[config.mk]
export PLATFORM = sky130hd
export DESIGN_NAME = msix_irq_engine
export DESIGN_NICKNAME = d
export VERILOG_FILES = /design/src/design/msix_pkg.sv /design/src/design/msix_irq_engine.sv
export SDC_FILE = /design/constraint.sdc
export NUM_CORES = 1
export LEC_CHECK = 0
export BUFFER_PORTS_ARGS = -buffer_cell sky130_fd_sc_hd__buf_2
export CORE_MARGIN = 2
export CORE_UTILIZATION = 49
export DETAILED_ROUTE_END_ITERATION = 16
export GPL_ROUTABILITY_DRIVEN = 0
export PLACE_DENSITY = 0.84
export SETUP_SLACK_MARGIN = 0.02
export SYNTH_ARGS = -nofsm -noshare
export SYNTH_HDL_FRONTEND = slang
export SYNTH_SLANG_ARGS = --single-unit
[constraint.sdc]
create_clock -name clk -period 3.4 [get_ports clk]
set_input_delay 0.34 -clock clk [delete_from_list [all_inputs] [get_ports clk]]
set_output_delay 0.34 -clock clk [all_outputs]
set_load 0.05 [all_outputs]
[src/design/msix_pkg.sv]
// shared MSI-X types and address map constants; AXI-lite data fixed at 32 bits, index width up to 6
`ifndef MSIX_PKG_SV
`define MSIX_PKG_SV

package msix_pkg;

    localparam int axil_data_w = 32;
    localparam int tlp_hdr_w = 128;

    // address map: region bit sits at index width + pba_sel_off
    localparam int pba_sel_off = 4;
    localparam int tbl_word_lsb = 3;   // entry index and half-entry select start here
    localparam int dword_sel_bit = 2;  // picks the 32-bit half

    typedef struct packed {
        logic [7:0] bus_num;
        logic [7:0] func_num;
        logic       enable;
        logic       mask;
    } msix_cfg_t;

    typedef struct packed {
        logic [63:0] addr;  // low two bits always zero
        logic [31:0] data;
        logic        masked;
    } msix_vec_t;

    typedef struct packed {
        logic [tlp_hdr_w-1:0] hdr;
        logic [31:0]          data;
    } tlp_req_t;

    typedef enum logic [2:0] {
        fmt_3dw      = 3'b000,
        fmt_4dw      = 3'b001,
        fmt_3dw_data = 3'b010,
        fmt_4dw_data = 3'b011,
        fmt_prefix   = 3'b100
    } tlp_fmt_t;

    typedef enum logic [1:0] {
        st_idle,
        st_read_tbl_1,
        st_read_tbl_2,
        st_send_tlp
    } irq_state_t;

endpackage

`endif

[src/design/msix_irq_engine.sv]
// request and pending-scan FSM owning the 64-bit PBA; irq_ready stays low while a TLP is outstanding
module msix_irq_engine #(
    parameter int irq_index_w = 6
) (
    input  logic                   clk,
    input  logic                   rst,
    input  msix_pkg::msix_cfg_t    cfg,

    input  logic [irq_index_w-1:0] irq_index,
    input  logic                   irq_valid,
    output logic                   irq_ready,

    output logic                   tbl_rd_en,
    output logic [irq_index_w:0]   tbl_addr,
    input  logic [63:0]            tbl_rd_data,

    input  logic                   busy,
    output logic                   send,
    output msix_pkg::msix_vec_t    vec,

    output logic [63:0]            pba
);

    import msix_pkg::*;

    irq_state_t state;
    irq_state_t state_next;
    logic [irq_index_w-1:0] index;
    logic [irq_index_w-1:0] index_next;
    msix_vec_t vec_next;
    logic [63:0] pba_next;
    logic irq_ready_next;
    logic fn_active;

    assign fn_active = cfg.enable && !cfg.mask;

    always_comb begin
        state_next = state;
        index_next = index;
        vec_next = vec;
        pba_next = pba;
        tbl_rd_en = 1'b0;
        tbl_addr = {index, 1'b0};
        send = 1'b0;

        case (state)
            st_idle: begin
                if (irq_valid && irq_ready) begin
                    index_next = irq_index;
                    tbl_rd_en = 1'b1;
                    tbl_addr = {irq_index, 1'b0};
                    state_next = st_read_tbl_1;
                end else if (!irq_valid && fn_active && pba != '0) begin
                    if (pba[index]) begin
                        tbl_rd_en = 1'b1; // retry this pending vector
                        state_next = st_read_tbl_1;
                    end else begin
                        index_next = index + 1'b1;
                    end
                end
            end
            st_read_tbl_1: begin
                tbl_rd_en = 1'b1;
                tbl_addr = {index, 1'b1};
                vec_next.addr = {tbl_rd_data[63:2], 2'b00};
                state_next = st_read_tbl_2;
            end
            st_read_tbl_2: begin
                vec_next.data = tbl_rd_data[31:0];
                vec_next.masked = tbl_rd_data[32];
                if (fn_active && !vec_next.masked) begin
                    state_next = st_send_tlp;
                end else begin
                    pba_next[index] = 1'b1;
                    // step on so the scan does not spin on a still masked vector
                    index_next = index + 1'b1;
                    state_next = st_idle;
                end
            end
            st_send_tlp: begin
                if (!busy) begin
                    send = 1'b1;
                    pba_next[index] = 1'b0;
                    index_next = index + 1'b1;
                    state_next = st_idle;
                end
            end
            default: begin
                state_next = st_idle;
            end
        endcase

        // tlp_valid next cycle is send or busy
        irq_ready_next = (state_next == st_idle) && !send && !busy;
    end

    always_ff @(posedge clk) begin
        if (rst) begin
            state <= st_idle;
            index <= '0;
            pba <= '0;
            irq_ready <= 1'b0;
        end else begin
            state <= state_next;
            index <= index_next;
            pba <= pba_next;
            irq_ready <= irq_ready_next;
        end
    end

    always_ff @(posedge clk) begin
        vec <= vec_next;
    end

endmodule

Word level (Yosys, flattened, before mapping). Index checks and enable logic that the tools add are counted.

Register bits after elaboration: 168. Latch bits: 0. RAM bits: 0. Memory bits (read-only): 0. Input port bits: 92. Output and inout port bits: 171. Memories kept: 0.

Add/subtract/negate cells: 1. Multipliers: 0. Div/mod/pow operators: 0. Order comparisons: 2. Eq/ne operators: 7. Shifts and indexed selects: 0. Mux-type cells: 27. Bitwise operators: 3. Reductions and logical operators: 20.

Operator list (number): 64-bit 2-to-1 mux (2); 64-bit one-hot mux with 2 select lines (1); 64-bit bitwise AND (1); 64-bit NOT (1); 64-bit OR (1); 64-bit nonzero test (1); 6-bit 2-to-1 mux (5); 6-bit one-hot mux with 3 select lines (1); 7-bit one-hot mux with 2 select lines (1); 2-bit 2-to-1 mux (5); 1-bit logical AND (8); 2-bit one-hot mux with 4 select lines (1); 6-bit by 7-bit < comparator with 1-bit output (second input constant) (1); 1-bit 2-to-1 mux (7); 7-bit 2-to-1 mux (1); 6-bit by 1-bit adder with 6-bit output (second input constant) (1); 1-bit binary-select mux with 6-bit select (1); 1-bit demux with 6-bit select (1); 6-bit by 1-bit >= comparator with 1-bit output (second input constant) (1); 3-bit != test (second input constant) (2); 1-bit logical NOT (5); 5-bit AND reduction (1); 2-bit equality test (second input constant) (2); 2-bit logical NOT (2); 6 further kinds (7).

Depth between registers and ports, before layout. Gate-level depths: netlist of the first run.

Depth in word-level cells: 10. Gate-level depth with buffers: 9.

Worst setup path after synthesis of the first run. OpenSTA, ideal clock, no wires.

Path type: register -> output. From: register index[0]. To: output port tbl_rd_en. Data arrival time: 2.547 ns. Required time: 3.060 ns. Path slack: 0.513 ns. Stages on the path, launching flop included: 9. Path buffers: 2. Cell sequence: dfxtp_1 -> buf_6 -> clkbuf_1 -> mux4_2 -> mux2i_1 -> nor2_1 -> or4_4 -> a22oi_4 -> a21oi_1.

Longest elaborated chain between the ends: 6.

RTL lines: from (decl) (RTL line msix_irq_engine.sv:28) `logic [irq_index_w-1:0] index;`; from (signal assigned) (RTL line msix_irq_engine.sv:105) `index <= index_next;`; 1-bit binary-select mux with 6-bit select (RTL line msix_irq_engine.sv:54) `if (pba[index]) begin`; 1-bit 2-to-1 mux (not written as such) (RTL line msix_irq_engine.sv:54); 1-bit 2-to-1 mux (RTL line msix_irq_engine.sv:54); 1-bit 2-to-1 mux (RTL line msix_irq_engine.sv:53) `end else if (!irq_valid && fn_active && pba != '0) begin`; 1-bit 2-to-1 mux (RTL line msix_irq_engine.sv:48) `if (irq_valid && irq_ready) begin`; 1-bit one-hot mux with 2 select lines (RTL line msix_irq_engine.sv:46) `case (state)`; to (decl) (RTL line msix_irq_engine.sv:13) `output logic tbl_rd_en,`.

Every way passes these cells. The select of a mux whose other input is x is not followed.

Worst setup path in the final report of the first run. Ends and elaborated chain as after synthesis.

==> impl_metrics.ini, run 1 <==
[yosys]
ys_types = 55
ys_ff_latch = 168
synth-edff-count = 95
syn_avg_cell_area_um2 = 12.1
seq_area_frac_synth = 0.619
synth_warnings = 0
async_flop_share = 0
syn-cell-area_um2 = 6970
synthCells = 578
yosys_most_used_dff = edfxtp_1

[setup_path]
crit_type = register to primary output
crit_buf_inv = 2
crit_path_max_incr_delay_ps = 580
cp-end-kind = primary output
cp_slowest_cell = or4_4
critPathLaunchType = register
critPathTopFamily = compound AO/OA/AOI/OAI gates
crit_chain = buf_8, mux4_2, a22o_1, a211o_1, or4_4, a22oi_4, a21oi_2, buf_6
worstPathRequired_ps = 3060
critPathMaxFanout = 7
worstPathArrival_ps = 2970

[route]
wire_per_inst_um = 20.9
ant_nets = 0
via_per_inst = 5.78
drt_wl_total_um = 21300
via_count = 5879
detail_route.iter0.violations = 775
drc = 0
drtPass1Iterations = 5

[finish]
final_cell_area_um2 = 9050
stdcell_count = 1018
regArea_um2 = 4320
n_antenna_cell = 0
syn2layout_area_growth_pct = 29.9
utilization = 0.652
nNetsFinal = 918
layout_common_cells = 243 x buf_2, 99 x nor2_1, 95 x edfxtp_1
multiInputGateArea_um2 = 2460
fill_cells = 1069
final_common_cell = buf_2
drive_above_1_share = 0.402

[place]
detailed_place_hpwl_um = 15100
dpl_cell_area_um2 = 8350
place.detailed.instances = 973
numPortBuffers = 244

[timing]
maxSlewViolCount = 0
skew_ps = 6.78
tns_ps = 0
holdWs_ps = 81.8
fmax_mhz = 302
finalCritPeriodShare = 0.972
slew_headroom = 0.364
period_minus_slack_ps = 3310
rsz0062_at_grt = true
tightest_slew_ps = 952
hold_violations = 0
setup_viol = 0

[floorplanning]
num_rows = 43
die_y_um = 123
coreArea_um2 = 13900
start_util = 0.502
die-area_um2 = 15200
die_w_um = 123
pin_count = 263

[global_routing]
antenna_found_initial = 0
grt_util_all_layers = 0.271
overflow = 0
grt_pass1_wl_um = 30300
grt_max_degree = 55
grt_pass1_vias = 5242

[clock_tree]
clk_path_buf_depth = 2
h-tree-depth = 4
numCtsBuffers = 17
cts_root_buf = clkbuf_16
path_clk_slew_ps = 70
cts_sinks = 168
cts_tree = built
hold_buffers = 0
clk_latency_ps = 430

[pwr]
pwr_density_cell_nw_per_um2 = 485
peakVddDrop_uv = 294
leakage_nw = 3.69

[run]
maxCapViolCount = 0

[min_path]
holdCritPathClass = input pin to register

[status]
status = finished, final reports clean
==> per-stage QoR <==
stage	worst slack (ps)	power [W]
final	93.6	0.00439
after global routing	-16.4	0.00452
after CTS	31.1	0.00439
after detailed placement	361	0.00255
after global placement	382	0.00254
after floorplan	513	0.00244
==> kinds of logic (layout without fill, tap and decap cells) <==
logic type / count (synthesis) / after routing / synth area share
other cells: 1 / 2 / 0.000538
fa+ha+maj: 1 / 1 / 0.00179
flops: 168 / 168 / 0.619
xor+xnor: 1 / 1 / 0.00126
mux: 66 / 66 / 0.125
simple gates: 223 / 223 / 0.156
compound gates: 68 / 68 / 0.0641
buf+inv: 50 / 309 / 0.0320
==> synthesized netlist by cell type (3+ instances only) <==
master / n / area share
nor2_1: 99 / 0.053
edfxtp_1: 95 / 0.41
dfxtp_1: 73 / 0.21
mux2i_1: 45 / 0.065
clkbuf_1: 36 / 0.019
nor3_1: 26 / 0.019
nand2_1: 22 / 0.012
nor4_1: 20 / 0.018
a21oi_1: 16 / 0.011
o21ai_0: 15 / 0.011
a31oi_1: 12 / 0.011
mux4_2: 10 / 0.032
nand3_1: 8 / 0.0057
nor3b_1: 8 / 0.0086
nand4_1: 7 / 0.0063
inv_1: 5 / 0.0027
mux2_2: 5 / 0.0081
mux4_1: 5 / 0.019
nand2b_1: 5 / 0.0045
o211ai_1: 5 / 0.0054
or2_2: 5 / 0.0045
nand3b_1: 4 / 0.0043
nor2b_1: 4 / 0.0036
a211o_1: 3 / 0.0038
a311oi_1: 3 / 0.0038
and2_1: 3 / 0.0027
buf_2: 3 / 0.0022
==> routing by layer <==
metal | global-route usage | wire length (um) | vias up
met2 | 0.432 | 10100 | 415
met3 | 0.0826 | 2630 | 62
met4 | 0.128 | 695 | 0
li1 | - | - | 2638
met5 | 0 | 0 | -
met1 | 0.337 | 7900 | 2764
==> where the power goes <==
part           switching (W)  internal (W)  total, W
Combinational       0.000224      0.000111  0.000335
Clock               0.000836       0.00102   0.00186
Sequential         0.0000220       0.00217   0.00219
Total                0.00108       0.00331   0.00439
==> final timing paths <==
path                   startpoint   endpoint  slack [ps]  depth (start not counted)
setup / recovery         index[0]  tbl_rd_en          90                          8
hold reg to reg          register   register         530                          2
hold / removal    tbl_rd_data[44]    vec[77]          80                          1
setup reg to reg         register   index[1]         550                          6
==> timing repair <==
| item | in CTS | in global routing |
|---|---|---|
| resized for setup | 5 | 6 |
| pin swaps | 0 | 5 |
| gates cloned | 0 | 0 |
| buffers inserted | 4 | 10 |
| setup endpoints to repair | 1 | 1 |
==> final cells by class <==
class,instances,share of cell area
clock buffer,17,0.0470
multi-input combinational,361,0.272
tap,180,0.0249
inverter,5,0.00207
clock inverter,15,0.0156
timing repair buffer,272,0.161
sequential,168,0.477
(Power assumes the default switching activity.)
==> run 2: changes to the inputs <==
- CORE_UTILIZATION: 49 -> 53
- PLACE_DENSITY: 0.84 -> 0.89
- clock period: 3.4 -> 4.1 ns (I/O delays scaled with it)
==> impl_metrics.ini, run 2 (same netlist as run 1, synthesis figures left out) <==
[finish]
syn2layout_area_growth_pct = 27.6
layout_common_cells = 244 x buf_2, 99 x nor2_1, 95 x edfxtp_1
final_cell_area_um2 = 8890
final_common_cell = buf_2
drive_above_1_share = 0.383
nNetsFinal = 902
utilization = 0.699
fill_cells = 933

[timing]
skew_ps = 14.6
holdWs_ps = 143
maxSlewViolCount = 0
fmax_mhz = 259
finalCritPeriodShare = 0.941
tns_ps = 0
slew_headroom = 0.349
rsz0062_at_grt = false
hold_violations = 0
timing.final.ws_setup_ps = 240
period_minus_slack_ps = 3860
setup_viol = 0
tightest_slew_ps = 975

[floorplanning]
start_util = 0.548
pin_count = 263
num_rows = 41
die_y_um = 119
die_w_um = 119
die-area_um2 = 14100
coreArea_um2 = 12700

[clock_tree]
post-cts-setup-buffers = 0
path_clk_slew_ps = 80
cts_resized = 0
hold_buffers = 0
cts_sinks = 168
clk_path_buf_depth = 2
clk_latency_ps = 440
cts_root_buf = clkbuf_16
h-tree-depth = 4
numCtsBuffers = 17
cts_tree = built

[setup_path]
cp-end-kind = primary output
critPathLaunch = index[0]
worstPathArrival_ps = 3450
timing.rr.start = index[0]
worstPathRequired_ps = 3690
critPathMaxFanout = 10
reg2reg_depth = 7
reg2reg_setup_slack_ps = 960
crit_end = tbl_rd_en
crit_type = register to primary output
rr_endpoint = index[1]
critPathLaunchType = register

[route]
via_count = 6019
drt_wl_total_um = 21300
wire_per_inst_um = 21.4
detail_route.iter0.violations = 853
via_per_inst = 6.05
drtPass1Iterations = 6
drc = 0
ant_nets = 0

[place]
detailed_place_hpwl_um = 14800
numPortBuffers = 244
dpl_cell_area_um2 = 8310
pre_cts_slack_ps = 778

[pwr]
leakage_nw = 3.61
peakVddDrop_uv = 258
pwr_density_cell_nw_per_um2 = 411

[global_routing]
overflow = 0
use_met1 = 0.365
antenna_found_initial = 1
top_usage_layer = met2
grt_max_degree = 61
use_met2 = 0.472
gr-usage-met3 = 0.0849
grt_pass1_vias = 5468
grt_util_all_layers = 0.295
grt_pass1_wl_um = 31700

[min_path]
holdCritPathClass = input pin to register

[status]
status = finished, final reports clean

[run]
maxCapViolCount = 0
## run 2: cell types whose count changed in the layout (fill, tap and decap cells not counted), sizes merged
cell      change
inv           +3
buf          -16
diode         +1
clkinvlp      +1
clkinv        -4
## run 2: worst min-delay path by stage
| stage | startpoint | end | slack, ps | depth (start not counted) |
|---|---|---|---|---|
| finish | tbl_rd_data[57] | vec[90] | 140 | 1 |
| CTS | tbl_rd_data[56] | vec[89] | 140 | 1 |
| floorplan | tbl_rd_data[32] | vec[0] | 510 | 0 |
| global placement | register | register | 490 | 2 |
| detailed placement | register | register | 510 | 2 |
| global route | tbl_rd_data[45] | vec[78] | 130 | 1 |
## run 2: worst max-delay path: stages (launching register included)
cell	delay (ps)
dfxtp_1	600
buf_4	270
mux4_1	570
a22oi_1	320
o221ai_2	150
or4_4	590
a22oi_4	200
a21oi_1	80
buf_2	240
## run 2: stage by stage
step / cells / total power [W]
6_report: 995 / 0.00366
3_3_place_gp: 962 / 0.00210
4_1_cts: 994 / 0.00366
2_1_floorplan: 579 / 0.00202
5_1_grt: 995 / 0.00376
3_5_place_dp: 962 / 0.00210
## run 2: final cells by class
cell class	instances	area [um2]	share of cell area
Sequential cell	168	4310	0.485
Multi-Input combinational cell	361	2450	0.275
Timing Repair Buffer	256	1310	0.147
Clock buffer	17	425	0.0478
Tap cell	172	215	0.0242
Clock inverter	15	159	0.0179
Inverter	5	18.8	0.00211
Antenna cell	1	2.50	0.000281
## run 2: power breakdown
group	total, W	internal, W	switching [W]	leakage (nW)
clock network	0.00158	0.000862	0.000722	0.278
logic	0.000246	0.0000744	0.000171	1.88
registers	0.00183	0.00180	0.0000244	1.45
total	0.00366	0.00274	0.000918	3.61
## run 2: metal layers
layer / part of all wire / vias up
li1: - / 2597
met1: 0.35 / 2839
met2: 0.48 / 477
met3: 0.12 / 106
met4: 0.048 / 0
met5: 0 / -
