### config.mk
export PLATFORM = sky130hd
export DESIGN_NAME = msix_tlp_out
export DESIGN_NICKNAME = d
export VERILOG_FILES = /design/src/design/msix_pkg.sv /design/src/design/msix_tlp_out.sv
export SDC_FILE = /design/constraint.sdc
export NUM_CORES = 1
export LEC_CHECK = 0
export ABC_AREA = 0
export BUFFER_PORTS_ARGS = -buffer_cell sky130_fd_sc_hd__buf_2
export CELL_PAD_IN_SITES_DETAIL_PLACEMENT = 1
export CELL_PAD_IN_SITES_GLOBAL_PLACEMENT = 2
export CORE_UTILIZATION = 24
export CTS_BUF_LIST = sky130_fd_sc_hd__clkbuf_8 sky130_fd_sc_hd__clkbuf_16
export CTS_CLUSTER_SIZE = 25
export DETAILED_ROUTE_END_ITERATION = 10
export GPL_TIMING_DRIVEN = 1
export PLACE_DENSITY_LB_ADDON = 0.1
export SLEW_MARGIN = 20
export SYNTH_ARGS = -nofsm -noshare
export SYNTH_HDL_FRONTEND = slang
export SYNTH_SLANG_ARGS = --single-unit
export TNS_END_PERCENT = 100
### constraint.sdc
create_clock -name clk -period 1.32 [get_ports clk]
set_clock_uncertainty 0.1 [all_clocks]
set_input_delay 0.264 -clock clk [delete_from_list [all_inputs] [get_ports clk]]
set_output_delay 0.264 -clock clk [all_outputs]
set_load 0.01 [all_outputs]
### src/design/msix_pkg.sv
// shared MSI-X types and address map constants; AXI-lite data fixed at 32 bits, index width up to 6
`ifndef MSIX_PKG_SV
`define MSIX_PKG_SV

package msix_pkg;

    localparam int axil_data_w = 32;
    localparam int tlp_hdr_w = 128;

    // address map: region bit sits at index width + pba_sel_off
    localparam int pba_sel_off = 4;
    localparam int tbl_word_lsb = 3;   // entry index and half-entry select start here
    localparam int dword_sel_bit = 2;  // picks the 32-bit half

    typedef struct packed {
        logic [7:0] bus_num;
        logic [7:0] func_num;
        logic       enable;
        logic       mask;
    } msix_cfg_t;

    typedef struct packed {
        logic [63:0] addr;  // low two bits always zero
        logic [31:0] data;
        logic        masked;
    } msix_vec_t;

    typedef struct packed {
        logic [tlp_hdr_w-1:0] hdr;
        logic [31:0]          data;
    } tlp_req_t;

    typedef enum logic [2:0] {
        fmt_3dw      = 3'b000,
        fmt_4dw      = 3'b001,
        fmt_3dw_data = 3'b010,
        fmt_4dw_data = 3'b011,
        fmt_prefix   = 3'b100
    } tlp_fmt_t;

    typedef enum logic [1:0] {
        st_idle,
        st_read_tbl_1,
        st_read_tbl_2,
        st_send_tlp
    } irq_state_t;

endpackage

`endif

### src/design/msix_tlp_out.sv
// single-dword memory-write TLP register; send must only come while busy is low
module msix_tlp_out (
    input  logic                 clk,
    input  logic                 rst,
    input  msix_pkg::msix_cfg_t  cfg,
    input  logic                 send,
    input  msix_pkg::msix_vec_t  vec,
    output logic                 busy,
    output msix_pkg::tlp_req_t   tlp,
    output logic                 tlp_valid,
    input  logic                 tlp_ready
);

    import msix_pkg::*;

    logic [tlp_hdr_w-1:0] hdr;
    logic addr_64;
    tlp_fmt_t fmt;

    assign addr_64 = vec.addr[63:32] != '0;
    assign fmt = addr_64 ? fmt_4dw_data : fmt_3dw_data;

    always_comb begin
        hdr = '0;
        hdr[127:125] = fmt;
        hdr[124:120] = 5'b00000;                   // memory write
        hdr[105:96] = 10'd1;                       // one dword
        hdr[95:80] = {cfg.bus_num, cfg.func_num};  // requester ID
        hdr[79:72] = 8'd0;                         // tag
        hdr[71:68] = 4'b0000;
        hdr[67:64] = 4'b1111;
        if (addr_64) begin
            hdr[63:2] = vec.addr[63:2];
        end else begin
            hdr[63:34] = vec.addr[31:2]; // dword 3 stays zero
        end
    end

    assign busy = tlp_valid && !tlp_ready;

    always_ff @(posedge clk) begin
        if (rst) begin
            tlp_valid <= 1'b0;
        end else begin
            tlp_valid <= send || busy;
        end
    end

    always_ff @(posedge clk) begin
        if (send) begin
            tlp.hdr <= hdr;
            tlp.data <= vec.data;
        end
    end

endmodule

* Word-level counts from Yosys, hierarchy flattened *
Index checks and enable logic that the tools add are counted.

word-level totals
  input port bits = 119
  bits in latches = 0
  memories = 0
  bits in read-only memories = 0
  register bits after elaboration = 114
  RAM bits = 0

operators by class
  bitwise logic cells = 0
  equality and inequality tests = 0
  shift-type cells = 0
  reductions and logical operators = 4
  muxes and demuxes = 2
  multiply operators = 0
  $lt $le $gt $ge = 0
  div/mod/pow operators = 0
  add/sub/neg operators = 0

operators with widths
  operator            number
  $reduce_bool 32->1  1
  $mux 30             1
  $logic_and 1x1->1   1
  $logic_not 1->1     1
  $logic_or 1x1->1    1
  $mux 1              1

* Logic depth before layout (Yosys ltp) *
Gate-level depths: netlist of the first run.

  depth in word-level cells = 3
  gate-level depth with buffers = 5
  gate-level depth less buffers = 3

* Worst setup path after synthesis of the first run *
Ideal clock, no wire load.

  path type = input-to-reg
  start point = input port vec[70] (netlist bit)
  end point = register tlp[51] (netlist bit) (data pin)
  required time = 0.956 ns
  buffers on the path = 2
  stages = 5
  slack = -0.107 ns
  setup time = 0.264 ns
  arrival = 1.063 ns
  cell sequence = nor4_1 -> and4_1 -> buf_6 -> clkbuf_2 -> a21boi_0

between the ends
  longest elaborated chain between the ends = 1

RTL lines
  item                line                RTL
  from (decl)         msix_tlp_out.sv:7   input msix_pkg::msix_vec_t vec,
  $reduce_bool 32->1  msix_tlp_out.sv:20  assign addr_64 = vec.addr[63:32] != '0;
  to (decl)           msix_tlp_out.sv:9   output msix_pkg::tlp_req_t tlp,

No other way between the ends.
A chain may end at the register's enable or synchronous reset.

* Worst setup path after layout of the first run *
  start point = input port vec[94] (netlist bit)
  end point = register tlp[86] (netlist bit) (data pin)

between the ends
  longest elaborated chain between the ends = 2

RTL lines
  item                line                RTL
  $reduce_bool 32->1  msix_tlp_out.sv:20
  $mux 30             msix_tlp_out.sv:32  if (addr_64) begin
  via hdr[54]         msix_tlp_out.sv:16  logic [tlp_hdr_w-1:0] hdr;

The timed path passes the listed nets, and every way through them passes these cells.

==> reports/results.ini, run 1 <==
[worst_setup_path]
crit_path_start_kind=input port
arrival_ps=1510
end_kind=register
reg2regPathDepth=4
crit_fanout=7
critPathKind=input port to register
worstPathRequired_ps=1440

[detailed_routing]
drc=0
first_iter_violations=112
totalWireLength_um=13500
routedWlPerCell_um=16.8
drt-pass1-iter-count=4
drtAntennaViolNets=0
viasPerCell=4.02
dr_total_vias=3222

[die]
num_rows=49
ios=281
fp.dieH_um=138
fp.dieArea_um2=19000
fp.dieW_um=138
start_util_pct=24.6
core-area_um2=18000

[global_routing]
track_usage_pct=13.3
grt_pass1_vias=3174
grt_max_degree=39
grt.overflow.total=0
grt_pass1_wl_um=18100
antenna_found_initial=2

[placement]
gp_congestion=0.727
place_ws_ps=-687
dp_hpwl_um=9510
io_buffers=226

[power_and_ir_drop]
seqPwrFrac_pct=51.9
clockPowerShare_pct=34.4
power.density_nw_per_um2=1150
pwr-share-comb_pct=13.7
internal-power_mw=6.27
ir_worst_vdd_mv=0.703
total_leakage_power_nw=3.05
power.net_switching_mw=1.97
swShare_pct=23.9

[timing]
fin_crit_ps=1390
finalCritPeriodShare_pct=105
grt_setup_unrepaired=true
fin_tns_setup_ps=-2400
final_max_slew_viol_count=0
setup_ws_ps=-72.4
final-hold-violation-count=0
fmax_ghz=0.718
setup_viol=57

[finish]
final_cell_mix=buf_2, edfxtp_1, conb_1, dlygate4sd3_1, buf_4
area_growth_syn_to_layout_pct=61.1
final_net_count=685
drive_gt1_share_pct=57.1
fill_cells=1925
final_common_cell=buf_2

[flow_run]
cap_viol_max_count=0

[clocking]
clockBufferDepth=2
clock_sinks=112
cts.htree.levels=3
root_buffer=clkbuf_16
cts_tree=done
cts_inserted_buffers=9
clk-insertion-delay-late_ps=350
path_clk_slew_ps=70

[logic_synthesis]
yosysWarnings=0
synth-seq-area-share_pct=75.6
syn_area_um2=4430
synth_seq_cells=112
synth_cell_type_count=18
syn_avg_cell_area_um2=17.5
synthCells=253

[status]
violations=negative setup slack
outcome=finished, violations left

[min_path]
min_path_cells=1
hp-class=input port to register

[routing by layer]
metal | vias to the layer above | global-route usage (%) | share of wire [%]
li1 | 1513 | - | -
met1 | 1529 | 14.8 | 38
met2 | 171 | 23.0 | 50
met3 | 7 | 5.56 | 11
met4 | 2 | 3.80 | 0.71
met5 | - | 0 | 0.089
[power by group through the flow]
stage / clock network [mW] / registers (mW) / logic [mW]
CTS: 2.94 / 4.28 / 1.12
floorplan: 0 / 4.52 / 0.253
detailed placement: 0 / 4.36 / 0.959
finish: 2.84 / 4.28 / 1.12
global placement: 0 / 4.35 / 0.952
global route: 3.07 / 4.31 / 1.23
[area by class of cell]
type,count,area (µm²),area share [%]
Sequential cell,112,3350,47.0
Multi-Input combinational cell,123,952,13.3
Antenna cell,1,2.50,0.0350
Clock inverter,7,78.8,1.10
Tap cell,229,287,4.01
Timing Repair Buffer,320,2240,31.4
Clock buffer,9,225,3.15
[kinds of logic after synthesis]
group / after synthesis / synth area share, %
DFF: 112 / 75.6
buffers and inverters: 65 / 11.3
AOI/OAI and AO/OA: 60 / 11.0
and+or+nand+nor: 14 / 1.92
other: 2 / 0.169
[cell usage after synthesis, drive strengths merged]
| master | count | area (µm²) |
|---|---|---|
| a31o | 30 | 263 |
| a21boi | 30 | 225 |
| and4 | 2 | 17.5 |
| dfxtp | 1 | 20.0 |
| nand2 | 1 | 3.75 |
| edfxtp | 111 | 3330 |
| clkbuf | 4 | 20.0 |
| nor2b | 1 | 6.26 |
| nor2 | 2 | 7.51 |
| nor4 | 8 | 50.1 |
| buf | 61 | 480 |
| conb | 2 | 7.51 |
[sequential cells by signal, indices dropped and copies added, names as in the netlist]
| signal | flops |
|---|---|
| tlp | 111 |
| tlp_valid | 1 |
[worst paths after layout]
kind	from	to	slack, ps
worst max register to register	tlp_valid$_SDFF_PP0_	tlp_valid$_SDFF_PP0_	430
worst max-delay path	vec[94]	tlp[86]$_DFFE_PP_	-70
worst min-delay path	vec[6]	tlp[5]$_DFFE_PP_	20
worst min register to register	tlp_valid$_SDFF_PP0_	tlp_valid$_SDFF_PP0_	610
[critical path: stages]
cell and delay, ps:
buf_6 100, nor4_4 270, buf_4 140, and4_4 250, buf_12 120, buf_12 110
buf_16 120, a31o_2 140
[what timing repair did]
action / CTS / global route
cloned: 4 / 1
hold buffers: 48 / 1
pin swaps: 7 / 20
resized for setup: 35 / 30
setup endpoints to repair: 62 / 62
buffers inserted: 6 / 1
hold endpoints to repair: 48 / 1
[metrics by stage]
step                      total power [mW]  utilization, %  instances  hold WS, ps  instance area [µm²]
after floorplan                       4.78               -        300          236                 4640
after global placement                5.31            32.6        725          327                 5880
after detailed placement              5.32            32.6        725          331                 5880
after CTS                             8.34            38.8        798         6.38                 7000
after global routing                  8.61            39.6        800         2.72                 7140
final                                 8.24            39.6        801         22.5                 7140
No activity file was read; power rests on OpenSTA's default activity.
==> inputs of run 2 (changes only) <==
--- a/config.mk
+++ b/config.mk
@@ -15,6 +15,7 @@
 export DETAILED_ROUTE_END_ITERATION = 10
 export GPL_TIMING_DRIVEN = 1
 export PLACE_DENSITY_LB_ADDON = 0.1
+export SETUP_SLACK_MARGIN = 0.3
 export SLEW_MARGIN = 20
 export SYNTH_ARGS = -nofsm -noshare
 export SYNTH_HDL_FRONTEND = slang
==> run 2 against run 1 <==
The flow still finishes with violations (negative setup slack). Sequential cell count is the same. Die area unchanged. Combinational power rose by 15%. Via count is 2.8% higher. Maximum frequency decreased by 2.5%. First-iteration DRC count fell by 1.8%. Non-clock buffer count is 9 higher. Sequential power grew 0.9%.
==> reports/results.ini, run 2 (synthesis gave the netlist of run 1 again) <==
[clocking]
clk-insertion-delay-late_ps=350
path_clk_slew_ps=70
cts_tree=done
cts_inserted_buffers=9
clock_sinks=112
cts.htree.levels=3
root_buffer=clkbuf_16
clockBufferDepth=2

[placement]
gp_congestion=0.703
dp_hpwl_um=9410
io_buffers=226
placed_area_um2=6050
dp.cells=726

[finish]
largest_reg_flops=111
final_area_um2=7810
largest_register=tlp
fill_cells=1872
final_net_count=694
area_growth_syn_to_layout_pct=76.1
instances_no_fill=809
final_common_cell=buf_2
final_cell_mix=buf_2, edfxtp_1, buf_6
diodes=0
fin_util_pct=43.3
drive_gt1_share_pct=59.8
top_regs=tlp: 111 flops, tlp_valid: 1 flops

[detailed_routing]
first_iter_violations=110
routedWlPerCell_um=18.0
drt-pass1-iter-count=4
viasPerCell=4.09
drtAntennaViolNets=0
drc=0
totalWireLength_um=14600
dr_total_vias=3311

[worst_setup_path]
crit_path_start_kind=input port
worstPathRequired_ps=1320
crit_fanout=6
path_buf_inv=4
crit_family=simple AND/OR/NAND/NOR gates
arrival_ps=1430
slowest_delay_ps=280
end_kind=register
cp_cell_sequence=buf_2 -> nor4_4 -> buf_4 -> and4_4 -> buf_6 -> buf_12 -> a21boi_1
critPathKind=input port to register
crit_slowest_cell=nor4_4

[die]
ios=281
fp.dieW_um=138
start_util_pct=24.6
fp.dieArea_um2=19000
fp.dieH_um=138
num_rows=49
core-area_um2=18000

[timing]
hold_slack_ps=22.5
final-hold-violation-count=0
finalCritPeriodShare_pct=108
setup_viol=61
fin_crit_ps=1430
fin_tns_setup_ps=-4680
grt_setup_unrepaired=true
fmax_ghz=0.700
setup_ws_ps=-108
final_max_slew_viol_count=0

[global_routing]
track_usage_pct=13.8
grt_pass1_vias=3310
grt_pass1_wl_um=18900
grt.overflow.total=0
antenna_found_initial=2
grt_max_degree=41

[status]
violations=negative setup slack
outcome=finished, violations left

[min_path]
hp-class=input port to register

[power_and_ir_drop]
ir_worst_vdd_mv=0.617
total_leakage_power_nw=3.28
power.density_nw_per_um2=1100

[flow_run]
cap_viol_max_count=0

run 2: worst paths after layout:
path,start,to,slack (ps),cells past startpoint
worst min-delay path,vec[16],tlp[15]$_DFFE_PP_,20,1
worst min register to register,tlp_valid$_SDFF_PP0_,tlp_valid$_SDFF_PP0_,640,4
worst max-delay path,vec[83],tlp[57]$_SDFFCE_PN0P_,-110,7
worst max register to register,tlp_valid$_SDFF_PP0_,tlp_valid$_SDFF_PP0_,410,4
run 2: area by class of cell:
type | instances | area (µm²) | area share, %
tap | 229 | 287 | 3.67
timing repair buffer | 329 | 2750 | 35.2
clock inverter | 7 | 95.1 | 1.22
sequential | 112 | 3350 | 43.0
multi-input combinational | 123 | 1100 | 14.1
clock buffer | 9 | 225 | 2.88
run 2: timing repair:
item	in CTS	in global routing
resized for setup	73	59
setup endpoints to repair	174	174
hold buffers	50	0
hold endpoints to repair	50	0
setup buffers	3	3
pin swaps	6	17
cloned	5	6
run 2: metal layers:
metal | share of wire [%] | global-route usage (%) | wire (µm) | vias to the layer above
li1 | - | - | - | 1529
met1 | 37 | 15.2 | 5410 | 1588
met2 | 51 | 24.4 | 7500 | 176
met3 | 10 | 4.75 | 1470 | 14
met4 | 1.2 | 5.43 | 180 | 4
met5 | 0.19 | 0 | 27 | -
run 2: stage by stage:
stage               power, mW  setup WS (ps)
floorplan                4.80          -69.3
global placement         5.34           -724
detailed placement       5.35           -761
CTS                      8.63           -143
global route             8.95           -147
finish                   8.60           -108
run 2: power breakdown:
part / internal (mW) / switching, mW
registers: 4.22 / 0.0987
logic: 0.717 / 0.575
clock network: 1.67 / 1.32
==> inputs of run 3 (changes only) <==
--- a/config.mk
+++ b/config.mk
@@ -14,9 +14,8 @@
 export CTS_CLUSTER_SIZE = 25
 export DETAILED_ROUTE_END_ITERATION = 10
 export GPL_TIMING_DRIVEN = 1
-export PLACE_DENSITY_LB_ADDON = 0.1
+export PLACE_DENSITY = 0.76
 export SETUP_SLACK_MARGIN = 0.3
-export SLEW_MARGIN = 20
 export SYNTH_ARGS = -nofsm -noshare
 export SYNTH_HDL_FRONTEND = slang
 export SYNTH_SLANG_ARGS = --single-unit
==> run 3 against run 2 <==
The flow still finishes with violations (negative setup slack). Routed wire length rose by 8.7%. Setup slack got worse by 2.6 ps. Count of clock-buffer cells in the layout did not move.
==> reports/results.ini, run 3 (synthesis gave the netlist of run 1 again) <==
[placement]
placed_area_um2=6020
gp_congestion=0.816
dp_hpwl_um=9520
io_buffers=226
place_ws_ps=-620

[timing]
fin_tns_setup_ps=-3770
setup_viol=62
fmax_ghz=0.699
final_max_slew_viol_count=0
grt_setup_unrepaired=true
fin_crit_ps=1430
final-hold-violation-count=0
setup_ws_ps=-111
finalCritPeriodShare_pct=108

[clocking]
cts.htree.levels=3
cts_inserted_buffers=9
clockBufferDepth=2
cts_tree=done
clock_sinks=112
root_buffer=clkbuf_16
path_clk_slew_ps=80
clk-insertion-delay-late_ps=350

[detailed_routing]
drt-pass1-iter-count=4
totalWireLength_um=15900
viasPerCell=4.23
first_iter_violations=123
drtAntennaViolNets=0
dr_total_vias=3449
drc=0
routedWlPerCell_um=19.4

[global_routing]
grt_max_degree=40
track_usage_pct=14.6
antenna_found_initial=0
grt_pass1_vias=3529
grt_pass1_wl_um=19900
grt.overflow.total=0

[die]
ios=281
fp.dieArea_um2=19000
start_util_pct=24.6
num_rows=49
core-area_um2=18000
fp.dieH_um=138
fp.dieW_um=138

[status]
violations=negative setup slack
outcome=finished, violations left

[worst_setup_path]
crit_family=simple AND/OR/NAND/NOR gates
path_buf_inv=4
crit_slowest_cell=and4_4
arrival_ps=1440
critPathKind=input port to register
cp_cell_sequence=buf_8 -> nor4_4 -> buf_4 -> and4_4 -> buf_6 -> clkbuf_16 -> a21boi_1
reg2regPathDepth=4
slowest_delay_ps=290
ff2ff_setup_slack_ps=420
crit_path_start_kind=input port
crit_fanout=7
worstPathRequired_ps=1330
timing.rr.start=tlp_valid$_SDFF_PP0_
end_kind=register
r2r_end=tlp_valid$_SDFF_PP0_

[finish]
drive_gt1_share_pct=58.8
top_regs=tlp: 111 flops, tlp_valid: 1 flops
final_net_count=701
area_growth_syn_to_layout_pct=76.6
largest_reg_flops=111
final_common_cell=buf_2
fin_util_pct=43.5
final_cell_mix=buf_2, edfxtp_1, buf_6
diodes=0
final_area_um2=7830
fill_cells=1863
largest_register=tlp

[power_and_ir_drop]
power.density_nw_per_um2=1060
finalPower_mw=8.34
ir_worst_vdd_mv=0.581
total_leakage_power_nw=3.30

[min_path]
min-delay-start=vec[70]
holdPathEnd=tlp[69]$_DFFE_PP_
min_path_cells=2
hp-class=input port to register

[flow_run]
cap_viol_max_count=0

==> run 3: worst register-to-register path: cells and delay by family (launching register included) <==
| family | cells | cell delay, ps |
|---|---|---|
| flops | 1 | 330 |
| simple gates | 3 | 240 |
| buf+inv | 1 | 120 |
==> run 3: layout make-up <==
cell class / count / area, µm² / share of cell area [%]
flip-flops and latches: 112 / 3350 / 42.8
repair buffers: 336 / 2830 / 36.2
multi-input cells: 123 / 1070 / 13.6
well taps: 229 / 287 / 3.66
clock buffers: 9 / 225 / 2.88
clock inverters: 7 / 66.3 / 0.847
==> run 3: power breakdown <==
group	leakage, nW	internal (mW)	switching (mW)
registers	1.10	4.22	0.108
clock network	0.146	1.33	1.38
logic	2.06	0.709	0.591
total	3.30	6.26	2.08
==> run 3: layer usage <==
metal / global-route usage [%] / up-vias / share of wire (%)
li1: - / 1543 / -
met1: 15.3 / 1677 / 36
met2: 27.4 / 206 / 54
met3: 3.25 / 23 / 7.5
met4: 6.76 / 0 / 2.0
met5: 0 / - / 0
==> run 3: through the flow <==
step | std cells | hold slack, ps
floorplan | 300 | 236
global placement | 724 | 324
detailed placement | 724 | 331
CTS | 805 | 50.8
global route | 816 | 65.3
finish | 816 | 64.8
==> run 3: repair_timing <==
action | in CTS | in global routing
hold endpoints to repair | 51 | 0
hold buffers | 51 | 0
pin swaps | 1 | 34
buffers inserted | 8 | 3
setup endpoints to repair | 174 | 174
cloned | 6 | 8
resized for setup | 52 | 67
==> run 3: how the worst max path moves through the flow <==
stage	slack [ps]	startpoint	end	cells past startpoint
floorplan	-70	vec[82]	tlp[34]$_SDFFCE_PN0P_	5
global placement	-550	vec[83]	tlp[47]$_SDFFCE_PN0P_	5
detailed placement	-620	vec[96]	tlp[41]$_SDFFCE_PN0P_	6
CTS	-80	vec[70]	tlp[157]$_DFFE_PP_	7
global route	-180	vec[91]	tlp[55]$_SDFFCE_PN0P_	6
finish	-110	vec[68]	tlp[55]$_SDFFCE_PN0P_	7
