## src/design/msix_pkg.sv

```systemverilog
// shared MSI-X types and address map constants; AXI-lite data fixed at 32 bits, index width up to 6
`ifndef MSIX_PKG_SV
`define MSIX_PKG_SV

package msix_pkg;

    localparam int axil_data_w = 32;
    localparam int tlp_hdr_w = 128;

    // address map: region bit sits at index width + pba_sel_off
    localparam int pba_sel_off = 4;
    localparam int tbl_word_lsb = 3;   // entry index and half-entry select start here
    localparam int dword_sel_bit = 2;  // picks the 32-bit half

    typedef struct packed {
        logic [7:0] bus_num;
        logic [7:0] func_num;
        logic       enable;
        logic       mask;
    } msix_cfg_t;

    typedef struct packed {
        logic [63:0] addr;  // low two bits always zero
        logic [31:0] data;
        logic        masked;
    } msix_vec_t;

    typedef struct packed {
        logic [tlp_hdr_w-1:0] hdr;
        logic [31:0]          data;
    } tlp_req_t;

    typedef enum logic [2:0] {
        fmt_3dw      = 3'b000,
        fmt_4dw      = 3'b001,
        fmt_3dw_data = 3'b010,
        fmt_4dw_data = 3'b011,
        fmt_prefix   = 3'b100
    } tlp_fmt_t;

    typedef enum logic [1:0] {
        st_idle,
        st_read_tbl_1,
        st_read_tbl_2,
        st_send_tlp
    } irq_state_t;

endpackage

`endif

```

## src/design/msix_axil_regs.sv

```systemverilog
// AXI-lite slave for table and PBA; responses always OKAY, PBA writes are ignored, one access per cycle
module msix_axil_regs #(
    parameter int irq_index_w = 6
) (
    input  logic                                 clk,
    input  logic                                 rst,

    input  logic [irq_index_w+4:0]               awaddr,
    input  logic                                 awvalid,
    output logic                                 awready,
    input  logic [msix_pkg::axil_data_w-1:0]     wdata,
    input  logic [msix_pkg::axil_data_w/8-1:0]   wstrb,
    input  logic                                 wvalid,
    output logic                                 wready,
    output logic                                 bvalid,
    input  logic                                 bready,

    input  logic [irq_index_w+4:0]               araddr,
    input  logic                                 arvalid,
    output logic                                 arready,
    output logic [msix_pkg::axil_data_w-1:0]     rdata,
    output logic                                 rvalid,
    input  logic                                 rready,

    output logic                                 tbl_wr_en,
    output logic [7:0]                           tbl_wr_be,
    output logic [irq_index_w:0]                 tbl_addr,
    output logic [63:0]                          tbl_wr_data,
    output logic                                 tbl_rd_en,
    input  logic [63:0]                          tbl_rd_data,

    input  logic [63:0]                          pba
);

    import msix_pkg::*;

    localparam int region_bit = irq_index_w + pba_sel_off;

    logic write_eligible;
    logic read_eligible;
    logic take_wr;
    logic take_rd;
    logic rd_drain;
    logic last_read;
    logic tbl_pend;     // table data waiting for the R channel
    logic pba_pend;
    logic rd_half;
    logic [63:0] pba_snap;
    logic [63:0] rd_word;

    assign write_eligible = awvalid && wvalid && (!bvalid || bready) && !awready;
    assign read_eligible = arvalid && !arready
                           && (!rvalid || rready || !(tbl_pend || pba_pend));

    // alternate when both sides want the port
    assign take_wr = write_eligible && (!read_eligible || last_read);
    assign take_rd = read_eligible && !take_wr;

    assign rd_drain = (tbl_pend || pba_pend) && (!rvalid || rready);

    assign tbl_wr_en = take_wr && !awaddr[region_bit];
    assign tbl_wr_be = awaddr[dword_sel_bit] ? {wstrb, 4'b0000} : {4'b0000, wstrb};
    assign tbl_wr_data = {2{wdata}};
    assign tbl_rd_en = take_rd && !araddr[region_bit];
    assign tbl_addr = take_wr ? awaddr[tbl_word_lsb +: irq_index_w+1]
                              : araddr[tbl_word_lsb +: irq_index_w+1];

    assign rd_word = tbl_pend ? tbl_rd_data : pba_snap;

    always_ff @(posedge clk) begin
        if (rst) begin
            awready <= 1'b0;
            wready <= 1'b0;
            bvalid <= 1'b0;
            arready <= 1'b0;
            rvalid <= 1'b0;
            tbl_pend <= 1'b0;
            pba_pend <= 1'b0;
            last_read <= 1'b0;
        end else begin
            awready <= take_wr;
            wready <= take_wr;
            if (take_wr) begin
                bvalid <= 1'b1;
            end else if (bready) begin
                bvalid <= 1'b0;
            end

            arready <= take_rd;
            if (rd_drain) begin
                rvalid <= 1'b1;
            end else if (rready) begin
                rvalid <= 1'b0;
            end

            tbl_pend <= take_rd ? !araddr[region_bit] : (tbl_pend && !rd_drain);
            pba_pend <= take_rd ? araddr[region_bit] : (pba_pend && !rd_drain);

            if (take_wr) begin
                last_read <= 1'b0;
            end else if (take_rd) begin
                last_read <= 1'b1;
            end
        end
    end

    always_ff @(posedge clk) begin
        if (take_rd) begin
            rd_half <= araddr[dword_sel_bit];
            if (araddr[region_bit]) begin
                pba_snap <= pba;
            end
        end
        if (rd_drain) begin
            rdata <= rd_half ? rd_word[63:32] : rd_word[31:0];
        end
    end

endmodule

```

## config.mk

```make
export PLATFORM = sky130hd
export DESIGN_NAME = msix_axil_regs
export DESIGN_NICKNAME = d
export VERILOG_FILES = /design/src/design/msix_pkg.sv /design/src/design/msix_axil_regs.sv
export SDC_FILE = /design/constraint.sdc
export NUM_CORES = 1
export LEC_CHECK = 0
export BUFFER_PORTS_ARGS = -buffer_cell sky130_fd_sc_hd__buf_2
export CAP_MARGIN = 20
export CORE_AREA = 2 2 122 124
export CTS_CLUSTER_SIZE = 28
export DETAILED_ROUTE_END_ITERATION = 6
export DIE_AREA = 0 0 124 126
export PLACE_DENSITY = 0.67
export SYNTH_ARGS = -nofsm -noshare
export SYNTH_HDL_FRONTEND = slang
export SYNTH_SLANG_ARGS = --single-unit
```

## constraint.sdc

```tcl
create_clock -name clk -period 2.8 [get_ports clk]
set_input_delay 0.42 -clock clk [delete_from_list [all_inputs] [get_ports clk]]
set_output_delay 0.42 -clock clk [all_outputs]
set_load 0.05 [all_outputs]
```

# [Word level (Yosys, flattened, before mapping)]
# Cells that the tools add are included.
[totals] latch_bits=0 ram_bits=0 output_inout_bits=118 reg_bits=104 memories=0 word_cells=51 in_bits=193 rom_bits=0
[classes] div_mod_pow=0 muxes=10 shifts=0 n_bitwise=0 n_lt_le_gt_ge=0 n_reduce_logical=31 n_addsub=0 n_eq_ne=0 n_mul=0
[op_table] operator="$mux 64" n=1
[op_table] operator="$mux 32" n=1
[op_table] operator="$logic_and 1x1->1" n=12
[op_table] operator="$logic_not 1->1" n=10
[op_table] operator="$mux 8" n=1
[op_table] operator="$mux 7" n=1
[op_table] operator="$mux 1" n=6
[op_table] operator="$logic_or 1x1->1" n=5
[op_table] operator="$reduce_bool 2->1" n=2
[op_table] operator="$reduce_and 2->1" n=1
[op_table] operator="$reduce_or 2->1" n=1

# [Depth between registers and ports, before layout]
# Gate-level depths: netlist of the first run.
[logic_depth] depth_word=10 depth_mapped=5 depth_no_buf=4

# [Worst setup path before layout of the first run]
# No wires, ideal clock.
[synth_timing] kind="flip-flop to flip-flop" start="register bvalid" end="register pba_snap[0] (enable)" setup_ps=418 path_slack_ps=84 path_stages_with_launch=5 path_buffers=0 t_required_ps=2382 period_less_slack_ps=2716 arrival_ps=2298 path_cell_list="dfxtp_1 -> nand2b_1 -> nand4_1 -> nand4_1 -> inv_1"
[synth_via] elab_chain_cells=8
[synth_lines] element="start, declared" line="msix_axil_regs.sv:15" rtl="output logic bvalid,"
[synth_lines] element="start signal, assigned" line="msix_axil_regs.sv:74" rtl="bvalid <= 1'b0;"
[synth_lines] element="start signal, assigned" line="msix_axil_regs.sv:84" rtl="bvalid <= 1'b1;"
[synth_lines] element="start signal, assigned" line="msix_axil_regs.sv:86" rtl="bvalid <= 1'b0;"
[synth_lines] element="$logic_not 1->1" line="msix_axil_regs.sv:51" rtl="assign write_eligible = awvalid && wvalid && (!bvalid || bready) && !awready;"
[synth_lines] element="$logic_or 1x1->1" line="msix_axil_regs.sv:51"
[synth_lines] element="$logic_and 1x1->1 (2 in series)" line="msix_axil_regs.sv:51"
[synth_lines] element="$logic_and 1x1->1" line="msix_axil_regs.sv:56" rtl="assign take_wr = write_eligible && (!read_eligible || last_read);"
[synth_lines] element="$logic_not 1->1" line="msix_axil_regs.sv:57" rtl="assign take_rd = read_eligible && !take_wr;"
[synth_lines] element="$logic_and 1x1->1" line="msix_axil_regs.sv:57"
[synth_lines] element="$reduce_and 2->1 (no source line)"
[synth_lines] element="end signal, assigned" line="msix_axil_regs.sv:111" rtl="pba_snap <= pba;"
[synth_lines] element="end, declared" line="msix_axil_regs.sv:48" rtl="logic [63:0] pba_snap;"
# No other way between the ends.
# A chain may end at the register's enable or synchronous reset.

# [Worst setup path in the final report of the first run]
[layout_timing] start="register arready" end="output port tbl_addr[5]"
[layout_via] elab_chain_cells=7
[layout_lines] element="start, declared" line="msix_axil_regs.sv:20" rtl="output logic arready,"
[layout_lines] element="start signal, assigned" line="msix_axil_regs.sv:89" rtl="arready <= take_rd;"
[layout_lines] element="$logic_not 1->1" line="msix_axil_regs.sv:52" rtl="assign read_eligible = arvalid && !arready"
[layout_lines] element="$logic_and 1x1->1" line="msix_axil_regs.sv:52"
[layout_lines] element="$logic_and 1x1->1" line="msix_axil_regs.sv:53" rtl="&& (!rvalid || rready || !(tbl_pend || pba_pend));"
[layout_lines] element="$logic_not 1->1" line="msix_axil_regs.sv:56"
[layout_lines] element="$logic_or 1x1->1" line="msix_axil_regs.sv:56"
[layout_lines] element="$logic_and 1x1->1" line="msix_axil_regs.sv:56"
[layout_lines] element="$mux 7" line="msix_axil_regs.sv:65" rtl="assign tbl_addr = take_wr ? awaddr[tbl_word_lsb +: irq_index_w+1]"
[layout_lines] element="end, declared" line="msix_axil_regs.sv:27" rtl="output logic [irq_index_w:0] tbl_addr,"
# No other way between the ends.

==> flow_metrics.env, run 1 <==
export IMPL_drv_slew=0
export IMPL_cts_path_max_buffers=2
export IMPL_path_cells="nor2b_4 > nor2b_1 > a21o_1 > mux2_4 > buf_2"
export IMPL_power_density_nw_per_um2=624
export IMPL_drtIter0Drc=95
export IMPL_top_layer="met4"
export IMPL_relSlewSlack=0.642
export IMPL_synth_main_ff_cell="edfxtp_1"
export IMPL_worst_skew_pair_late_latency_ns=0.35
export IMPL_grt_pass1_wl_mm=15.4
export IMPL_hpwl_mm=7.96
export IMPL_met1_length_mm=3.69
export IMPL_min_period_ns=2.44
export IMPL_grt_overflow_total=0
export IMPL_period_share=0.870
export IMPL_cts_sinks=104
export IMPL_cpMaxStageDelayCell="a21o_1"
export IMPL_wl_mm=10.3
export IMPL_gp_congestion=0.773
export IMPL_num_vias=2694
export IMPL_status="completed"
export IMPL_cp_slowest_stage_delay_ns=0.43
export IMPL_yosys_top_cells_count="edfxtp_1, buf_4, mux4_2"
export IMPL_antenna_found_initial=1
export IMPL_synthToLayoutAreaGrowth_pct=23.5
export IMPL_die_area_sq_um=15600
export IMPL_ys_async_sr_fraction=0
export IMPL_synth_edff_count=97
export IMPL_layout_nets=602
export IMPL_cp_top_family="compound AO/OA/AOI/OAI gates"
export IMPL_drc=0
export IMPL_yosysTopAreaCellShare=0.628
export IMPL_cts_hold_buf=0
export IMPL_cts_made_buffers=9
export IMPL_cts_tree="built"
export IMPL_arrival_ns=2.02
export IMPL_p_leak_nw=2.32
export IMPL_avgSynthCellArea_sq_um=18.3
export IMPL_postCtsSetupBuffers=0
export IMPL_io_buffer_count=210
export IMPL_n_fill_cell=1363
export IMPL_start_util=0.324
export IMPL_clk_pin_slew_worst_paths_ns=0.07
export IMPL_grt_pass1_vias=3022
export IMPL_synth_area_leaders="edfxtp_1, mux4_2, buf_4"
export IMPL_diodes=0
export IMPL_die_w_microns=124
export IMPL_fin_skew_ns=0.00971
export IMPL_ys_warn_count=0
export IMPL_final_cell_count_no_fill=598
export IMPL_postSynthCellCount=253
export IMPL_grtUsageTotal=0.136
export IMPL_syn_num_nets=446
export IMPL_startpoint_type="register"
export IMPL_ff_latch_area_sq_um=3050
export IMPL_rsz0062_at_grt="no"
export IMPL_cap_violations=0
export IMPL_cp_num_buf_inv=1
export IMPL_wl_met3_microns=984
export IMPL_ctsResizeCount=0
export IMPL_grt_max_degree=35
export IMPL_drtAntennaViolNets=0
export IMPL_path_class="reg -> out"
export IMPL_cp_data_required_time_ns=2.38
export IMPL_synthMostInstantiatedCell="edfxtp_1"
export IMPL_tightestPinTransition_ns=0.536
export IMPL_cp_end_kind="output port"
export IMPL_vias_per_cell=4.51
export IMPL_synth_distinct_cells=23
export IMPL_io_pins=311
export IMPL_critPathMaxFanout=10
export IMPL_synthesis_area_sq_um=4640
export IMPL_layout_drive_gt1_share=0.667
export IMPL_final_setup_tns_ns=0
export IMPL_hold_class="in -> reg"
export IMPL_fmax_mhz=411
export IMPL_multi_input_area_sq_um=1040
export IMPL_synth_top_area_cell="edfxtp_1"
export IMPL_fp_row_count=44
export IMPL_cts_root_buffer="clkbuf_16"
export IMPL_coreArea_sq_um=14300
export IMPL_place_inst=582
export IMPL_first_pass_iters=4
export IMPL_htree_levels=3
export IMPL_dr_wl_met2_mm=5.38
export IMPL_hold_viol_final=0
export IMPL_ir_drop_mv=0.289
export IMPL_die_h_microns=126
export IMPL_yosysSeqAreaShare=0.658
export IMPL_setup_viol=0
export IMPL_wl_per_cell_microns=17.2
export IMPL_ys_seq_elements=104
-- cells in the final DEF, fill, tap and decap left out, types with 3 or more instances in the layout --
master     instances
nor2b_1            6
mux2_4             7
a21oi_1            3
edfxtp_1          97
dfxtp_1            6
clkbuf_16          9
and2_1             4
buf_2            210
nor2_1             6
buf_4              8
mux4_2            32
-- per-stage QoR --
stage	hold slack (ns)	utilization	cell area, sq um	total power (W)	setup slack, ns
after floorplan	0.467	-	4640	0.00243	0.0836
after global placement	0.481	0.380	5450	0.00237	0.613
after detailed placement	0.495	0.380	5450	0.00238	0.548
after CTS	0.227	0.401	5730	0.00363	0.347
after global routing	0.222	0.401	5730	0.00373	0.263
final	0.245	0.401	5730	0.00358	0.365
-- logic make-up after synthesis --
| group | count (synthesis) | synth area share |
|---|---|---|
| multiplexers | 39 | 0.178 |
| AND/OR/NAND/NOR | 28 | 0.0359 |
| buffers and inverters | 76 | 0.120 |
| AO/OA/AOI/OAI | 6 | 0.00836 |
| flip-flops | 104 | 0.658 |
-- registers in the layout, indices dropped and copies added, names as in the netlist --
| signal | flops |
|---|---|
| arready | 1 |
| bvalid | 1 |
| pba_snap | 64 |
| rvalid | 1 |
| rd_half | 1 |
| pba_pend | 1 |
| wready | 1 |
| tbl_pend | 1 |
| last_read | 1 |
| rdata | 32 |
-- worst paths after layout --
path | from | end | slack (ns) | depth (start not counted)
min reg2reg | pba_pend | pba_pend | 0.50 | 2
max | arready | tbl_addr[5] | 0.36 | 5
min | pba[57] | pba_snap[57] | 0.24 | 1
max reg2reg | tbl_pend | rdata[9] | 0.90 | 4
-- layout make-up --
cell class / instances / area share
clock buffers: 11 / 0.0406
flip-flops and latches: 104 / 0.533
repair buffers: 218 / 0.194
clock inverters: 5 / 0.00960
inverters: 3 / 0.00196
well taps: 184 / 0.0402
multi-input cells: 73 / 0.181
-- worst register-to-register path: cells and delay by family (launching register included) --
family | cells | cell delay (ns)
buffers and inverters | 2 | 0.66
and+or+nand+nor | 2 | 0.58
DFF | 1 | 0.35
-- layer usage --
| metal | vias to the layer above | GRT usage |
|---|---|---|
| li1 | 1224 | - |
| met1 | 1308 | 0.143 |
| met3 | 32 | 0.0575 |
| met4 | 0 | 0.0635 |
| met5 | - | 0 |
| met2 | 130 | 0.234 |
-- power by group --
| group | total, W | internal [W] | leakage, nW | switching, W |
|---|---|---|---|---|
| clock | 0.00124 | 0.000693 | 0.138 | 0.000547 |
| sequential | 0.00182 | 0.00180 | 0.959 | 0.0000217 |
| combinational | 0.000518 | 0.000203 | 1.23 | 0.000315 |
Power figures use the tool's default switching activity.
==> run 2, diff against run 1 <==
--- a/config.mk
+++ b/config.mk
@@ -9,5 +9,4 @@
 export CAP_MARGIN = 20
 export CORE_AREA = 2 2 122 124
-export CTS_CLUSTER_SIZE = 28
 export DETAILED_ROUTE_END_ITERATION = 6
 export DIE_AREA = 0 0 124 126
==> constraint.sdc (replaced) <==
create_clock -name clk -period 2.8 [get_ports clk]
set_input_delay 0.14 -clock clk [delete_from_list [all_inputs] [get_ports clk]]
set_output_delay 0.14 -clock clk [all_outputs]
set_load 0.05 [all_outputs]
==> flow_metrics.env, run 2 (synthesized netlist as in run 1, its figures left out) <==
export IMPL_relSlewSlack=0.634
export IMPL_period_share=0.768
export IMPL_htree_levels=3
export IMPL_status="completed"
export IMPL_p_clk_frac=0.350
export IMPL_fp_row_count=44
export IMPL_ctsResizeCount=0
export IMPL_critPathCapture="tbl_addr[4]"
export IMPL_n_fill_cell=1291
export IMPL_die_area_sq_um=15600
export IMPL_final_setup_tns_ns=0
export IMPL_drtAntennaViolNets=0
export IMPL_first_pass_iters=4
export IMPL_fmax_mhz=465
export IMPL_grt_overflow_total=0
export IMPL_min_period_ns=2.15
export IMPL_wl_per_cell_microns=16.5
export IMPL_wl_mm=10.9
export IMPL_r2r_start="tbl_pend"
export IMPL_synthToLayoutAreaGrowth_pct=38.2
export IMPL_hpwl_mm=7.84
export IMPL_drtIter0Drc=73
export IMPL_p_leak_nw=2.60
export IMPL_grtUsageTotal=0.144
export IMPL_cts_path_max_buffers=2
export IMPL_hold_path_depth=2
export IMPL_reg2reg_slack_ns=1.18
export IMPL_cap_violations=0
export IMPL_swShare=0.254
export IMPL_gp_congestion=0.756
export IMPL_die_w_microns=124
export IMPL_power_density_nw_per_um2=579
export IMPL_largest_register="pba_snap"
export IMPL_p_sw_w=0.000941
export IMPL_layout_drive_gt1_share=0.582
export IMPL_ff_latch_area_sq_um=3050
export IMPL_cts_hold_buf=65
export IMPL_cts_made_buffers=9
export IMPL_cts_root_buffer="clkbuf_16"
export IMPL_drc=0
export IMPL_postPlaceCellArea_sq_um=5450
export IMPL_pwr_share_seq=0.490
export IMPL_layout_nets=667
export IMPL_place_inst=582
export IMPL_tightestPinTransition_ns=0.547
export IMPL_grt_pass1_vias=3311
export IMPL_power_frac_comb=0.160
export IMPL_internal_power_w=0.00277
export IMPL_arrival_ns=2.01
export IMPL_cts_sinks=104
export IMPL_startpoint_type="register"
export IMPL_startpoint="arready"
export IMPL_io_buffer_count=210
export IMPL_final_cell_count_no_fill=663
export IMPL_path_class="reg -> out"
export IMPL_grt_max_degree=35
export IMPL_hold_viol_final=0
export IMPL_cp_data_required_time_ns=2.66
export IMPL_mostFrequentLayoutCell="buf_2"
export IMPL_rsz0062_at_grt="no"
export IMPL_io_pins=311
export IMPL_clk_pin_slew_worst_paths_ns=0.07
export IMPL_coreArea_sq_um=14300
export IMPL_drv_slew=0
export IMPL_vias_per_cell=4.46
export IMPL_multi_input_area_sq_um=1040
export IMPL_fin_area_sq_um=6410
export IMPL_final_cell_mix="buf_2, edfxtp_1, dlygate4sd3_1"
export IMPL_worst_skew_pair_late_latency_ns=0.34
export IMPL_fin_skew_ns=0.00667
export IMPL_antenna_found_initial=0
export IMPL_cpMaxStageDelayCell="a21o_1"
export IMPL_hold_class="in -> reg"
export IMPL_die_h_microns=126
export IMPL_num_vias=2958
export IMPL_postCtsSetupBuffers=0
export IMPL_largest_reg_flops=64
export IMPL_cp_slowest_stage_delay_ns=0.43
export IMPL_setup_viol=0
export IMPL_cp_end_kind="output port"
export IMPL_reg_largest_list="pba_snap (64), rdata (32)"
export IMPL_ir_drop_mv=0.466
export IMPL_start_util=0.324
export IMPL_cts_tree="built"
export IMPL_reg2reg_to="pba_snap[18]"
export IMPL_path_cells="nor2b_4 > nor2b_1 > a21o_1 > mux2_4 > buf_2"
export IMPL_grt_pass1_wl_mm=16.5
export IMPL_diodes=0
export IMPL_critPathMaxFanout=10
export IMPL_reg2regPathDepth=4
run 2: cell count changes in the layout (fill, tap and decap cells not counted):
cell and change:
clkbuf_1 -2, clkinv_1 -1, clkinv_2 -1, clkinv_4 +1, clkinv_8 +1, clkinvlp_4 +1, dlygate4sd3_1 +65, inv_8 +1
run 2: worst min-delay path by stage:
stage / from / end / slack [ns]
final: rst / pba_pend / 0.05
after global routing: rst / pba_pend / 0.04
after CTS: rst / pba_pend / 0.02
after detailed placement: wdata[22] / tbl_wr_data[54] / 0.28
after global placement: wdata[22] / tbl_wr_data[54] / 0.28
after floorplan: rst / bvalid / 0.21
run 2: critical path, delay by kind of cell, from the launching register on:
family / cells / cell delay [ns]
compound gates: 1 / 0.43
buf+inv: 1 / 0.21
flops: 1 / 0.34
mux: 1 / 0.34
simple gates: 2 / 0.33
run 2: routing by layer:
metal  GRT usage  wire length, microns  up-vias
li1            -                     -     1354
met1       0.145                  3890     1421
met2       0.258                  5850      142
met3      0.0471                   869       41
met4      0.0753                   343        0
met5           0                     0        -
run 2: final cells by class:
cell class / instances / share of cell area
multi-input combinational: 73 / 0.162
clock buffer: 9 / 0.0351
timing repair buffer: 283 / 0.275
tap: 184 / 0.0359
clock inverter: 7 / 0.0141
sequential: 104 / 0.476
inverter: 3 / 0.00176
run 2: power by group through the flow:
| stage | combinational, W | sequential [W] | clock, W |
|---|---|---|---|
| final | 0.000593 | 0.00182 | 0.00130 |
| after global routing | 0.000633 | 0.00183 | 0.00141 |
| after CTS | 0.000600 | 0.00182 | 0.00135 |
| after detailed placement | 0.000527 | 0.00186 | 0 |
| after global placement | 0.000514 | 0.00185 | 0 |
| after floorplan | 0.000465 | 0.00196 | 0 |
run 2: through the flow:
step                      setup slack, ns   util  total power, W  hold WS, ns
after global routing                0.489  0.448         0.00387       0.0366
after global placement               1.09  0.380         0.00237        0.281
after floorplan                    0.0836      -         0.00243        0.209
after detailed placement             1.04  0.380         0.00238        0.281
final                               0.650  0.448         0.00371       0.0518
after CTS                           0.640  0.448         0.00377       0.0232
